File: src/verilog/bank_xor_config.svh
//==========================================================================
// Geometry of the XOR-swizzled vector scratchpad
// BX_NBANK must equal 2**BX_CB_BW and one vector must fit in 32 APB bits
// Only the geometry below is exercised
//==========================================================================
`ifndef BANK_XOR_CONFIG_SVH
`define BANK_XOR_CONFIG_SVH

// Width of one data lane
`define BX_DATA_BW 8

// Bank count, one lane per bank
`define BX_NBANK 4

// Butterfly stages, also the bank index width
`define BX_CB_BW 2

// Omega stages
`define BX_CCB_BW 1

// Width of one XOR source field, all-ones disables the stage
`define BX_XOR_BW 3

// Row address width, gives 16 rows per bank
`define BX_ROW_BW 4

// APB byte address width
`define BX_APB_AW 4

`endif

File: src/verilog/bank_xor_pkg.sv
//==========================================================================
// Shared types of the vector scratchpad
// All widths come from the config header
//==========================================================================
`include "bank_xor_config.svh"

package bank_xor_pkg;

	// One vector lane
	typedef logic [`BX_DATA_BW-1:0] lane_t;

	// Bank or lane index
	typedef logic [`BX_CB_BW-1:0] bank_idx_t;

	// Stage select source
	// All-ones is no swap, below BX_CB_BW is a lane bit, else a row bit
	typedef logic [`BX_XOR_BW-1:0] xor_src_t;

	// Omega stage enables
	typedef logic [`BX_CCB_BW-1:0] swap_t;

	// Row address inside every bank
	typedef logic [`BX_ROW_BW-1:0] row_t;

	// Vector command carried in CMD bits 5:4
	typedef enum logic [1:0] {
		CMD_NONE,
		CMD_WRITE,
		CMD_READ,
		CMD_RAW
	} cmd_op_t;

	// Read command sequencing on the APB side
	typedef enum logic [1:0] {
		ST_IDLE,
		ST_WAIT,
		ST_DONE
	} apb_state_t;

endpackage

File: src/verilog/bank_apb_regs.sv
//==========================================================================
// APB3 register block, one outstanding vector command at a time
// Write command completes in 1 access cycle, read and raw in exactly 3
// CFG writes that would not form a permutation are refused with pslverr
// Lane k of WDATA and RDATA sits in bits 8k+7:8k
//==========================================================================
`include "bank_xor_config.svh"

module bank_apb_regs (
	input  logic                   i_clk,
	input  logic                   i_arst_n,
	input  logic                   i_psel,
	input  logic                   i_penable,
	input  logic                   i_pwrite,
	input  logic [`BX_APB_AW-1:0]  i_paddr,
	input  logic [31:0]            i_pwdata,
	output logic [31:0]            o_prdata,
	output logic                   o_pready,
	output logic                   o_pslverr,
	output bank_xor_pkg::xor_src_t o_xor_src [`BX_CB_BW],
	output bank_xor_pkg::swap_t    o_swap,
	output bank_xor_pkg::row_t     o_row,
	output bank_xor_pkg::lane_t    o_wdata [`BX_NBANK],
	output logic                   o_wr_en,
	output logic                   o_rd_en,
	output logic                   o_raw,
	input  bank_xor_pkg::lane_t    i_rdata [`BX_NBANK]
);

	import bank_xor_pkg::*;

	//==========================================================================
	// Register map
	//==========================================================================
	localparam logic [`BX_APB_AW-1:0] ADDR_CFG   = 'h0;
	localparam logic [`BX_APB_AW-1:0] ADDR_WDATA = 'h4;
	localparam logic [`BX_APB_AW-1:0] ADDR_CMD   = 'h8;
	localparam logic [`BX_APB_AW-1:0] ADDR_RDATA = 'hC;
	// Swap bit follows the source fields in CFG
	localparam int SWAP_LSB = `BX_CB_BW * `BX_XOR_BW;
	// Op field follows the row in CMD
	localparam int OP_LSB = `BX_ROW_BW;

	// Access decode
	logic        access;
	logic        hit_cfg;
	logic        hit_wdata;
	logic        hit_cmd;
	logic        hit_rdata;
	logic        unmapped;
	logic        cfg_bad;
	logic        err;
	logic        rd_start;
	logic        commit;
	cmd_op_t     wr_op;
	row_t        wr_row;
	logic [31:0] rd_mux;

	// Read command FSM
	apb_state_t state;
	apb_state_t state_nxt;

	// Registers
	xor_src_t cfg_src [`BX_CB_BW];
	swap_t    cfg_swap;
	lane_t    wdata_q [`BX_NBANK];
	row_t     cmd_row;
	cmd_op_t  cmd_op;
	lane_t    rdata_q [`BX_NBANK];

	//==========================================================================
	// Decode
	//==========================================================================
	assign access    = i_psel & i_penable;
	assign hit_cfg   = (i_paddr == ADDR_CFG);
	assign hit_wdata = (i_paddr == ADDR_WDATA);
	assign hit_cmd   = (i_paddr == ADDR_CMD);
	assign hit_rdata = (i_paddr == ADDR_RDATA);
	assign unmapped  = ~(hit_cfg | hit_wdata | hit_cmd | hit_rdata);

	// CMD fields straight from the bus, held stable by the master
	assign wr_op  = cmd_op_t'(i_pwdata[OP_LSB +: 2]);
	assign wr_row = i_pwdata[`BX_ROW_BW-1:0];

	// Stage i sourced from lane bit i would map two lanes to one bank
	always_comb begin
		cfg_bad = 1'b0;
		for (int i = 0; i < `BX_CB_BW; i++) begin
			if (i_pwdata[i*`BX_XOR_BW +: `BX_XOR_BW] == xor_src_t'(i))
				cfg_bad = 1'b1;
		end
	end

	assign err = unmapped | (i_pwrite & hit_rdata) | (i_pwrite & hit_cfg & cfg_bad);

	// Read or raw command entering its first access cycle
	assign rd_start = access & i_pwrite & hit_cmd & (state == ST_IDLE) &
		((wr_op == CMD_READ) | (wr_op == CMD_RAW));

	// Wait states only for read commands
	assign o_pready  = access & ~rd_start & (state != ST_WAIT);
	assign o_pslverr = o_pready & err;
	assign commit    = o_pready & i_pwrite & ~err;

	//==========================================================================
	// Command strobes to the datapath
	//==========================================================================
	// Banks take the row on the edge that ends the access
	assign o_wr_en = access & i_pwrite & hit_cmd & (state == ST_IDLE) & (wr_op == CMD_WRITE);
	assign o_rd_en = rd_start;
	// Raw flag must hold through the capture cycle
	assign o_raw   = access & i_pwrite & hit_cmd & (wr_op == CMD_RAW);
	// Row from the bus during a CMD access, stored row otherwise
	assign o_row   = (access & i_pwrite & hit_cmd) ? wr_row : cmd_row;

	assign o_xor_src = cfg_src;
	assign o_swap    = cfg_swap;
	assign o_wdata   = wdata_q;

	//==========================================================================
	// Read command FSM
	//==========================================================================
	always_comb begin
		state_nxt = state;
		case (state)
			ST_IDLE: if (rd_start) state_nxt = ST_WAIT;
			// Bank output valid this cycle
			ST_WAIT: state_nxt = ST_DONE;
			// pready high, transfer ends
			ST_DONE: state_nxt = ST_IDLE;
			default: state_nxt = ST_IDLE;
		endcase
	end

	always_ff @(posedge i_clk or negedge i_arst_n) begin
		if (!i_arst_n) begin
			state <= ST_IDLE;
		end else begin
			state <= state_nxt;
		end
	end

	//==========================================================================
	// Registers
	//==========================================================================
	// Sources reset to all-ones, identity mapping
	always_ff @(posedge i_clk or negedge i_arst_n) begin
		if (!i_arst_n) begin
			for (int i = 0; i < `BX_CB_BW; i++) begin
				cfg_src[i] <= '1;
			end
			cfg_swap <= '0;
			cmd_row  <= '0;
			cmd_op   <= CMD_NONE;
		end else if (commit) begin
			if (hit_cfg) begin
				for (int i = 0; i < `BX_CB_BW; i++) begin
					cfg_src[i] <= i_pwdata[i*`BX_XOR_BW +: `BX_XOR_BW];
				end
				cfg_swap <= i_pwdata[SWAP_LSB +: `BX_CCB_BW];
			end
			if (hit_cmd) begin
				cmd_row <= wr_row;
				cmd_op  <= wr_op;
			end
		end
	end

	// Write vector staging
	always_ff @(posedge i_clk) begin
		if (commit && hit_wdata) begin
			for (int k = 0; k < `BX_NBANK; k++) begin
				wdata_q[k] <= i_pwdata[k*`BX_DATA_BW +: `BX_DATA_BW];
			end
		end
	end

	// Returned vector, captured in the wait cycle
	always_ff @(posedge i_clk or negedge i_arst_n) begin
		if (!i_arst_n) begin
			for (int k = 0; k < `BX_NBANK; k++) begin
				rdata_q[k] <= '0;
			end
		end else if (state == ST_WAIT) begin
			rdata_q <= i_rdata;
		end
	end

	//==========================================================================
	// Read data
	//==========================================================================
	always_comb begin
		rd_mux = '0;
		if (hit_cfg) begin
			for (int i = 0; i < `BX_CB_BW; i++) begin
				rd_mux[i*`BX_XOR_BW +: `BX_XOR_BW] = cfg_src[i];
			end
			rd_mux[SWAP_LSB +: `BX_CCB_BW] = cfg_swap;
		end else if (hit_wdata) begin
			for (int k = 0; k < `BX_NBANK; k++) begin
				rd_mux[k*`BX_DATA_BW +: `BX_DATA_BW] = wdata_q[k];
			end
		end else if (hit_cmd) begin
			rd_mux[`BX_ROW_BW-1:0] = cmd_row;
			rd_mux[OP_LSB +: 2]    = cmd_op;
		end else if (hit_rdata) begin
			for (int k = 0; k < `BX_NBANK; k++) begin
				rd_mux[k*`BX_DATA_BW +: `BX_DATA_BW] = rdata_q[k];
			end
		end
	end

	// Bus idles at zero outside read transfers
	assign o_prdata = (i_psel & ~i_pwrite) ? rd_mux : '0;

endmodule

File: src/verilog/bank_butterfly_read.sv
//==========================================================================
// Read network, banks back into lane order, purely combinational
// Undoes the write network for the same CFG and row
// Raw mode returns bank order untouched
//==========================================================================
`include "bank_xor_config.svh"

module bank_butterfly_read (
	input  bank_xor_pkg::xor_src_t i_xor_src [`BX_CB_BW],
	input  bank_xor_pkg::swap_t    i_swap,
	input  bank_xor_pkg::row_t     i_row,
	input  logic                   i_raw,
	input  bank_xor_pkg::lane_t    i_data [`BX_NBANK],
	output bank_xor_pkg::lane_t    o_data [`BX_NBANK]
);

	import bank_xor_pkg::*;

	localparam int NSTAGE    = `BX_CB_BW + `BX_CCB_BW;
	localparam int BANK_MASK = `BX_NBANK - 1;

	// Same selects as the write side
	logic [`BX_CB_BW-1:0] row_sel;
	logic [`BX_CB_BW-1:0] lane_sel [`BX_NBANK];
	// Data between stages, omega first then butterfly
	lane_t stage_data [NSTAGE+1][`BX_NBANK];

	//==========================================================================
	// Stage selects
	//==========================================================================
	always_comb begin
		int src;
		int row_bit;
		for (int i = 0; i < `BX_CB_BW; i++) begin
			src     = int'(i_xor_src[i]);
			row_bit = src - `BX_CB_BW;
			row_sel[i] = (row_bit >= 0 && row_bit < `BX_ROW_BW) ? i_row[row_bit] : 1'b0;
			for (int j = 0; j < `BX_NBANK; j++) begin
				if (&i_xor_src[i])
					lane_sel[j][i] = 1'b0;
				else if (src < `BX_CB_BW)
					lane_sel[j][i] = ((j >> src) & 1) != 0;
				else
					lane_sel[j][i] = row_sel[i];
			end
		end
	end

	//==========================================================================
	// Inverse omega then inverse butterfly
	//==========================================================================
	always_comb begin
		int i;
		stage_data[0] = i_data;
		// Last omega stage first, rotate left by 2^i
		for (int k = 0; k < `BX_CCB_BW; k++) begin
			i = `BX_CCB_BW - 1 - k;
			for (int j = 0; j < `BX_NBANK; j++) begin
				stage_data[k+1][j] = i_swap[i] ?
					stage_data[k][((j | (j << `BX_CB_BW)) >> (`BX_CB_BW - (1 << i))) & BANK_MASK] :
					stage_data[k][j];
			end
		end
		// Butterfly MSB to LSB, each stage is its own inverse
		for (int k = 0; k < `BX_CB_BW; k++) begin
			i = `BX_CB_BW - 1 - k;
			for (int j = 0; j < `BX_NBANK; j++) begin
				stage_data[`BX_CCB_BW+k+1][j] = lane_sel[j][i] ?
					stage_data[`BX_CCB_BW+k][j ^ (1 << i)] : stage_data[`BX_CCB_BW+k][j];
			end
		end
	end

	assign o_data = i_raw ? i_data : stage_data[NSTAGE];

endmodule

File: src/verilog/bank_butterfly_write.sv
//==========================================================================
// Write network, lanes into banks, purely combinational
// Butterfly stages run LSB first, then omega stages
// Stage i must not take lane bit i as its source
//==========================================================================
`include "bank_xor_config.svh"

module bank_butterfly_write (
	input  bank_xor_pkg::xor_src_t i_xor_src [`BX_CB_BW],
	input  bank_xor_pkg::swap_t    i_swap,
	input  bank_xor_pkg::row_t     i_row,
	input  bank_xor_pkg::lane_t    i_data [`BX_NBANK],
	output bank_xor_pkg::lane_t    o_data [`BX_NBANK]
);

	import bank_xor_pkg::*;

	localparam int NSTAGE    = `BX_CB_BW + `BX_CCB_BW;
	localparam int BANK_MASK = `BX_NBANK - 1;

	// Per-stage select from a row bit
	logic [`BX_CB_BW-1:0] row_sel;
	// Per-lane, per-stage select
	logic [`BX_CB_BW-1:0] lane_sel [`BX_NBANK];
	// Data between stages, entry 0 is the input
	lane_t stage_data [NSTAGE+1][`BX_NBANK];

	//==========================================================================
	// Stage selects
	//==========================================================================
	always_comb begin
		int src;
		int row_bit;
		for (int i = 0; i < `BX_CB_BW; i++) begin
			src     = int'(i_xor_src[i]);
			row_bit = src - `BX_CB_BW;
			// Row bits past the address width read as 0
			row_sel[i] = (row_bit >= 0 && row_bit < `BX_ROW_BW) ? i_row[row_bit] : 1'b0;
			for (int j = 0; j < `BX_NBANK; j++) begin
				if (&i_xor_src[i])
					lane_sel[j][i] = 1'b0;
				else if (src < `BX_CB_BW)
					lane_sel[j][i] = ((j >> src) & 1) != 0;
				else
					lane_sel[j][i] = row_sel[i];
			end
		end
	end

	//==========================================================================
	// Butterfly then omega
	//==========================================================================
	always_comb begin
		stage_data[0] = i_data;
		// Lane j swaps with its partner across bit i
		for (int i = 0; i < `BX_CB_BW; i++) begin
			for (int j = 0; j < `BX_NBANK; j++) begin
				stage_data[i+1][j] = lane_sel[j][i] ?
					stage_data[i][j ^ (1 << i)] : stage_data[i][j];
			end
		end
		// Output j takes input at j rotated right by 2^i
		for (int i = 0; i < `BX_CCB_BW; i++) begin
			for (int j = 0; j < `BX_NBANK; j++) begin
				stage_data[`BX_CB_BW+i+1][j] = i_swap[i] ?
					stage_data[`BX_CB_BW+i][((j | (j << `BX_CB_BW)) >> (1 << i)) & BANK_MASK] :
					stage_data[`BX_CB_BW+i][j];
			end
		end
	end

	assign o_data = stage_data[NSTAGE];

endmodule

File: src/verilog/bank_sram_array.sv
//==========================================================================
// Bank array, one single-port row memory per bank
// Whole row written at once, read data valid one clock after i_rd_en
// Contents are undefined until written
//==========================================================================
`include "bank_xor_config.svh"

module bank_sram_array (
	input  logic                i_clk,
	input  logic                i_arst_n,
	input  logic                i_wr_en,
	input  logic                i_rd_en,
	input  bank_xor_pkg::row_t  i_row,
	input  bank_xor_pkg::lane_t i_wdata [`BX_NBANK],
	output bank_xor_pkg::lane_t o_rdata [`BX_NBANK]
);

	import bank_xor_pkg::*;

	localparam int NROW = 1 << `BX_ROW_BW;

	// Bank storage, first index is the bank
	lane_t mem [`BX_NBANK][NROW];

	// Row write, every bank at the same address
	always_ff @(posedge i_clk) begin
		if (i_wr_en) begin
			for (int b = 0; b < `BX_NBANK; b++) begin
				mem[b][i_row] <= i_wdata[b];
			end
		end
	end

	// Registered read port, holds its value between reads
	always_ff @(posedge i_clk or negedge i_arst_n) begin
		if (!i_arst_n) begin
			for (int b = 0; b < `BX_NBANK; b++) begin
				o_rdata[b] <= '0;
			end
		end else if (i_rd_en) begin
			for (int b = 0; b < `BX_NBANK; b++) begin
				o_rdata[b] <= mem[b][i_row];
			end
		end
	end

endmodule

File: src/verilog/bank_xor_top.sv
//==========================================================================
// Vector scratchpad top, APB3 slave in front of the swizzled banks
// Single clock, single outstanding command
//==========================================================================
`include "bank_xor_config.svh"

module bank_xor_top (
	input  logic                  i_clk,
	input  logic                  i_arst_n,
	input  logic                  i_psel,
	input  logic                  i_penable,
	input  logic                  i_pwrite,
	input  logic [`BX_APB_AW-1:0] i_paddr,
	input  logic [31:0]           i_pwdata,
	output logic [31:0]           o_prdata,
	output logic                  o_pready,
	output logic                  o_pslverr
);

	import bank_xor_pkg::*;

	// Configuration and command from the register block
	xor_src_t xor_src [`BX_CB_BW];
	swap_t    swap;
	row_t     row;
	logic     wr_en;
	logic     rd_en;
	logic     raw;

	// Vectors in lane order and in bank order
	lane_t lane_wdata [`BX_NBANK];
	lane_t bank_wdata [`BX_NBANK];
	lane_t bank_rdata [`BX_NBANK];
	lane_t lane_rdata [`BX_NBANK];

	// Producer of vector commands
	bank_apb_regs u_regs (
		.i_clk     (i_clk),
		.i_arst_n  (i_arst_n),
		.i_psel    (i_psel),
		.i_penable (i_penable),
		.i_pwrite  (i_pwrite),
		.i_paddr   (i_paddr),
		.i_pwdata  (i_pwdata),
		.o_prdata  (o_prdata),
		.o_pready  (o_pready),
		.o_pslverr (o_pslverr),
		.o_xor_src (xor_src),
		.o_swap    (swap),
		.o_row     (row),
		.o_wdata   (lane_wdata),
		.o_wr_en   (wr_en),
		.o_rd_en   (rd_en),
		.o_raw     (raw),
		.i_rdata   (lane_rdata)
	);

	// Lanes into banks
	bank_butterfly_write u_wr_net (
		.i_xor_src (xor_src),
		.i_swap    (swap),
		.i_row     (row),
		.i_data    (lane_wdata),
		.o_data    (bank_wdata)
	);

	bank_sram_array u_banks (
		.i_clk    (i_clk),
		.i_arst_n (i_arst_n),
		.i_wr_en  (wr_en),
		.i_rd_en  (rd_en),
		.i_row    (row),
		.i_wdata  (bank_wdata),
		.o_rdata  (bank_rdata)
	);

	// Banks back into lanes, or bank order on raw reads
	bank_butterfly_read u_rd_net (
		.i_xor_src (xor_src),
		.i_swap    (swap),
		.i_row     (row),
		.i_raw     (raw),
		.i_data    (bank_rdata),
		.o_data    (lane_rdata)
	);

endmodule
File: config.mk
export PLATFORM = sky130hd
export DESIGN_NAME = bank_xor_top
export DESIGN_NICKNAME = d
export VERILOG_FILES = /design/src/verilog/bank_xor_pkg.sv /design/src/verilog/bank_apb_regs.sv /design/src/verilog/bank_butterfly_read.sv /design/src/verilog/bank_butterfly_write.sv /design/src/verilog/bank_sram_array.sv /design/src/verilog/bank_xor_top.sv
export VERILOG_INCLUDE_DIRS = /design/src /design/src/verilog
export SDC_FILE = /design/constraint.sdc
export NUM_CORES = 1
export LEC_CHECK = 0
export BUFFER_PORTS_ARGS = -buffer_cell sky130_fd_sc_hd__buf_4
export CORE_ASPECT_RATIO = 0.75
export CORE_MARGIN = 3
export CORE_UTILIZATION = 60
export DETAILED_ROUTE_END_ITERATION = 6
export PLACE_DENSITY = 0.84
export SETUP_SLACK_MARGIN = 0.15
export SYNTH_ARGS = -nofsm -noshare
export SYNTH_HDL_FRONTEND = slang
export SYNTH_SLANG_ARGS = --single-unit
File: constraint.sdc
create_clock -name i_clk -period 4.66 [get_ports i_clk]
set_clock_uncertainty 0.15 [all_clocks]
set_input_delay 0.932 -clock i_clk [delete_from_list [all_inputs] [get_ports i_clk]]
set_output_delay 0.932 -clock i_clk [all_outputs]
set_load 0.005 [all_outputs]
==> Implementation_results.wiki <==
{| class="wikitable"
! Metric !! Value
|-
| Result of the run || complete, no violations
|-
| Post-CTS setup buffer count || 0
|-
| Clock Tree Root || sky130_fd_sc_hd__clkbuf_16
|-
| Share of synthesized registers carrying an async set or reset || between 10% and 20%
|-
| Wl on met1 || 28600 um
|-
| Static Leakage || ~11 nW
|-
| Syn. warnings || 0
|-
| Starting density of the core || between 60 and 70%
|-
| DRC violation total after the first TritonRoute iteration || 2979
|-
| Combined area of all synthesized cells || about 27000 sq um
|-
| # resized after CTS || 0
|-
| First-pass GRT wire length || roughly 120000 um
|-
| Overall via count from detail_route || a little under 20000
|-
| Routed wire per std cell || 28.8 um
|-
| Total grt overflow || 0
|-
| Core Footprint || 43600 sq um
|-
| Critical path fanouts, max || 14
|-
| Maximum number of pins on one net before global-route repair || a little under 90
|-
| Antenna diode count || 0
|-
| Hold-fix buffer count after cts || 0
|-
| Cells taking the most area after synthesis || sky130_fd_sc_hd__edfxtp_1 61%, sky130_fd_sc_hd__dfrtp_1 6.9%, sky130_fd_sc_hd__nand2_1 6.1%, sky130_fd_sc_hd__mux2i_1 3.7%, sky130_fd_sc_hd__nand3_1 2.6%
|-
| Maximum Capacitance Violations || 0
|-
| Post-detailed-placement half-perimeter wirelength || 47000 um
|-
| Number of nets in the synthesized netlist || around 2100
|-
| Number of nets with antenna violations after detailed routing || 0
|-
| Power density of the placed cells || between 300 and 400 nW/um^2
|-
| Area Overhead vs Synth || 14.3%
|-
| Number of levels in the clock H-tree || 2
|-
| Max Slew Vio Count || 0
|-
| Final net count || between 2000 and 2500
|-
| Routability Congestion || just under 1
|-
| TritonCTS clock tree || done
|-
| Antenna violations before repair || 0
|-
| Top-area cell type share of the netlist area || 61.3%
|-
| Die footprint || 47000 sq um
|-
| Count of flip-flops with a built-in enable after synthesis || roughly 540
|-
| Total power || about 12 mW
|-
| DRC Markers || 0
|-
| Number of sinks handled by clock tree synthesis || about 620
|-
| Count of pins on the block boundary || 75
|-
| Cell Rows || 66
|-
| Amount of wire on met2 after detailed routing || between 30000 and 40000 um
|-
| Post-detailed-route via-to-cell ratio || roughly 7.1
|-
| Endpoints failing setup || 0
|-
| Share of the core filled with cells in the final layout || 69.9%
|-
| Minimum setup slack in the final design || approximately 790 ps
|-
| Capturing element type of the critical path || primary output
|-
| Quantity of I/O buffers inserted on ports || 74
|-
| Endpoints failing hold || 0
|-
| Count of distinct cell types in the synthesized netlist || 61
|-
| Maximum VDD drop || roughly 0.33 mV
|-
| Req. time, crit path || between 3000 and 4000 ps
|-
| Setup repair after global routing missed its margin || no
|-
| Number of global-route vias before repair || about 19000
|-
| Arr. time, crit path || 2780 ps
|-
| Nature of the critical path startpoint || input port
|-
| Clock slew seen by the registers of the worst setup and hold paths || around 70 ps
|-
| Clock latency on the worst-skew pair || a little over 600 ps
|-
| Register bit count reported by yosys || between 600 and 700
|-
| Slew headroom || 17.2%
|-
| Number of search-and-repair iterations in the first detailed-routing pass || 6
|-
| Highest signal layer in the routed design || met4
|-
| Width of the die || 249 um
|-
| F_max || ~260 MHz
|-
| Total Routing Usage GR || 33.3%
|-
| Wire length on met3 || 11500 um
|-
| Chip height || 189 um
|-
| WS Path Type || input port to primary output
|-
| Worst Max-Slew Pin Slew || 1210 ps
|-
| Routed WL || approximately 79000 um
|-
| Type of the worst min-delay path || input port to asynchronous set/reset pin
|-
| Ratio of final minimum period to clock period || around 83%
|-
| Cell type contributing the most total cell area after synthesis || sky130_fd_sc_hd__edfxtp_1
|-
| Gate count of the mapped netlist || around 2000
|-
| CTS Buffer Depth || 3
|-
| Post-layout min period || between 3000 and 4000 ps
|-
| Worst setup timing slack at the placement stage || ~190 ps
|-
| Main synth FF type || sky130_fd_sc_hd__edfxtp_1
|-
| Proportion of layout cells with a drive suffix above 1 || ~16%
|-
| CTS buffer count || between 50 and 60
|-
| Post-Synthesis Mean Instance Area || 13.0 sq um
|-
| Share of the yosys chip area belonging to registers || between 60 and 70%
|}
-- synthesized netlist by cell type, types with 25 or more instances --
cell type / number
sky130_fd_sc_hd__edfxtp_1: 544
sky130_fd_sc_hd__nand2_1: 436
sky130_fd_sc_hd__nand3_1: 138
sky130_fd_sc_hd__mux2i_1: 99
sky130_fd_sc_hd__clkbuf_1: 96
sky130_fd_sc_hd__a211oi_1: 81
sky130_fd_sc_hd__dfrtp_1: 73
sky130_fd_sc_hd__and3_1: 66
sky130_fd_sc_hd__a31oi_1: 65
sky130_fd_sc_hd__mux2_2: 46
sky130_fd_sc_hd__nor2_1: 43
sky130_fd_sc_hd__a22oi_1: 42
sky130_fd_sc_hd__a311oi_1: 34
sky130_fd_sc_hd__buf_2: 34
sky130_fd_sc_hd__o211ai_1: 33
sky130_fd_sc_hd__o2111ai_1: 32
sky130_fd_sc_hd__a21oi_1: 25
-- power by group --
part	total (mW)	internal [mW]	leakage, nW	switching (mW)
clock network	4.91	2.85	0.963	2.06
registers	6.25	6.17	5.93	0.0785
logic	0.794	0.267	3.98	0.527
-- stage by stage --
| step | setup TNS [ps] | cell area, sq um | instances | hold slack [ps] |
|---|---|---|---|---|
| after global routing | 0 | 30500 | 2756 | 40.8 |
| after global placement | 0 | 28500 | 2654 | 359 |
| after floorplan | -40980 | 26700 | 2049 | 330 |
| after detailed placement | 0 | 28500 | 2654 | 371 |
| after CTS | 0 | 30500 | 2756 | 32.8 |
| final | 0 | 30500 | 2756 | 38.4 |
-- kinds of logic after synthesis --
family                     share of synthesized area (%)
and+or+nand+nor                                     12.2
DFF                                                 68.7
AOI/OAI and AO/OA                                   10.8
buffers and inverters                               2.47
muxes                                               5.74
adders and majority gates                         0.0938
-- critical path: stages --
cell and delay (ps):
sky130_fd_sc_hd__buf_4 140, sky130_fd_sc_hd__or4b_4 630, sky130_fd_sc_hd__nor2_8 140, sky130_fd_sc_hd__buf_4 250, sky130_fd_sc_hd__nand3_1 150, sky130_fd_sc_hd__and4_1 250, sky130_fd_sc_hd__nor2b_1 130, sky130_fd_sc_hd__buf_4 140
-- metal layers --
layer  global-route usage [%]  vias up
met3                     7.12      332
met5                        0        -
li1                         -     7999
met4                     14.8        0
met2                     50.8     1739
met1                     47.0     9416
-- worst paths after layout --
path,start,to,slack (ps),cells after the start
setup / recovery,i_paddr[1],o_pslverr,790,8
max in group asynchronous,i_arst_n,u_banks.o_rdata[12],3480,2
min in group i_clk,i_pwdata[16],u_regs.o_wdata[8],350,1
hold / removal,i_arst_n,u_regs.cmd_row[1],40,1
hold reg to reg,u_regs.cmd_op[1],u_regs.cmd_op[1],390,1
setup reg to reg,u_regs.o_xor_src[1],u_banks.mem[0][114],1000,7
-- cell type report --
| type | instances | area (sq um) |
|---|---|---|
| timing repair buffer | 172 | 1500 |
| tap | 578 | 723 |
| inverter | 12 | 45.0 |
| sequential | 623 | 18300 |
| clock inverter | 34 | 450 |
| fill | 2711 | 13100 |
| clock buffer | 68 | 1510 |
| multi-input combinational | 1269 | 7920 |
-- cell usage in the layout (no fill, tap or decap), drive strengths merged, types with 65 or more instances in the layout --
cell type and instances:
a211oi 81, a31oi 65, and3 66, buf 172, clkbuf 68, dfrtp 73
edfxtp 544, mux2i 99, nand2 437, nand3 138
-- sequential cells by signal (all words and copies together), names as in the netlist --
register,count
u_banks.mem,512
u_banks.o_rdata,32
u_regs.cmd_op,2
u_regs.cmd_row,4
u_regs.o_swap,1
u_regs.o_wdata,32
u_regs.o_xor_src,6
u_regs.rdata_q,32
u_regs.state,2
Note: power is estimated with default switching activity, not from simulation.
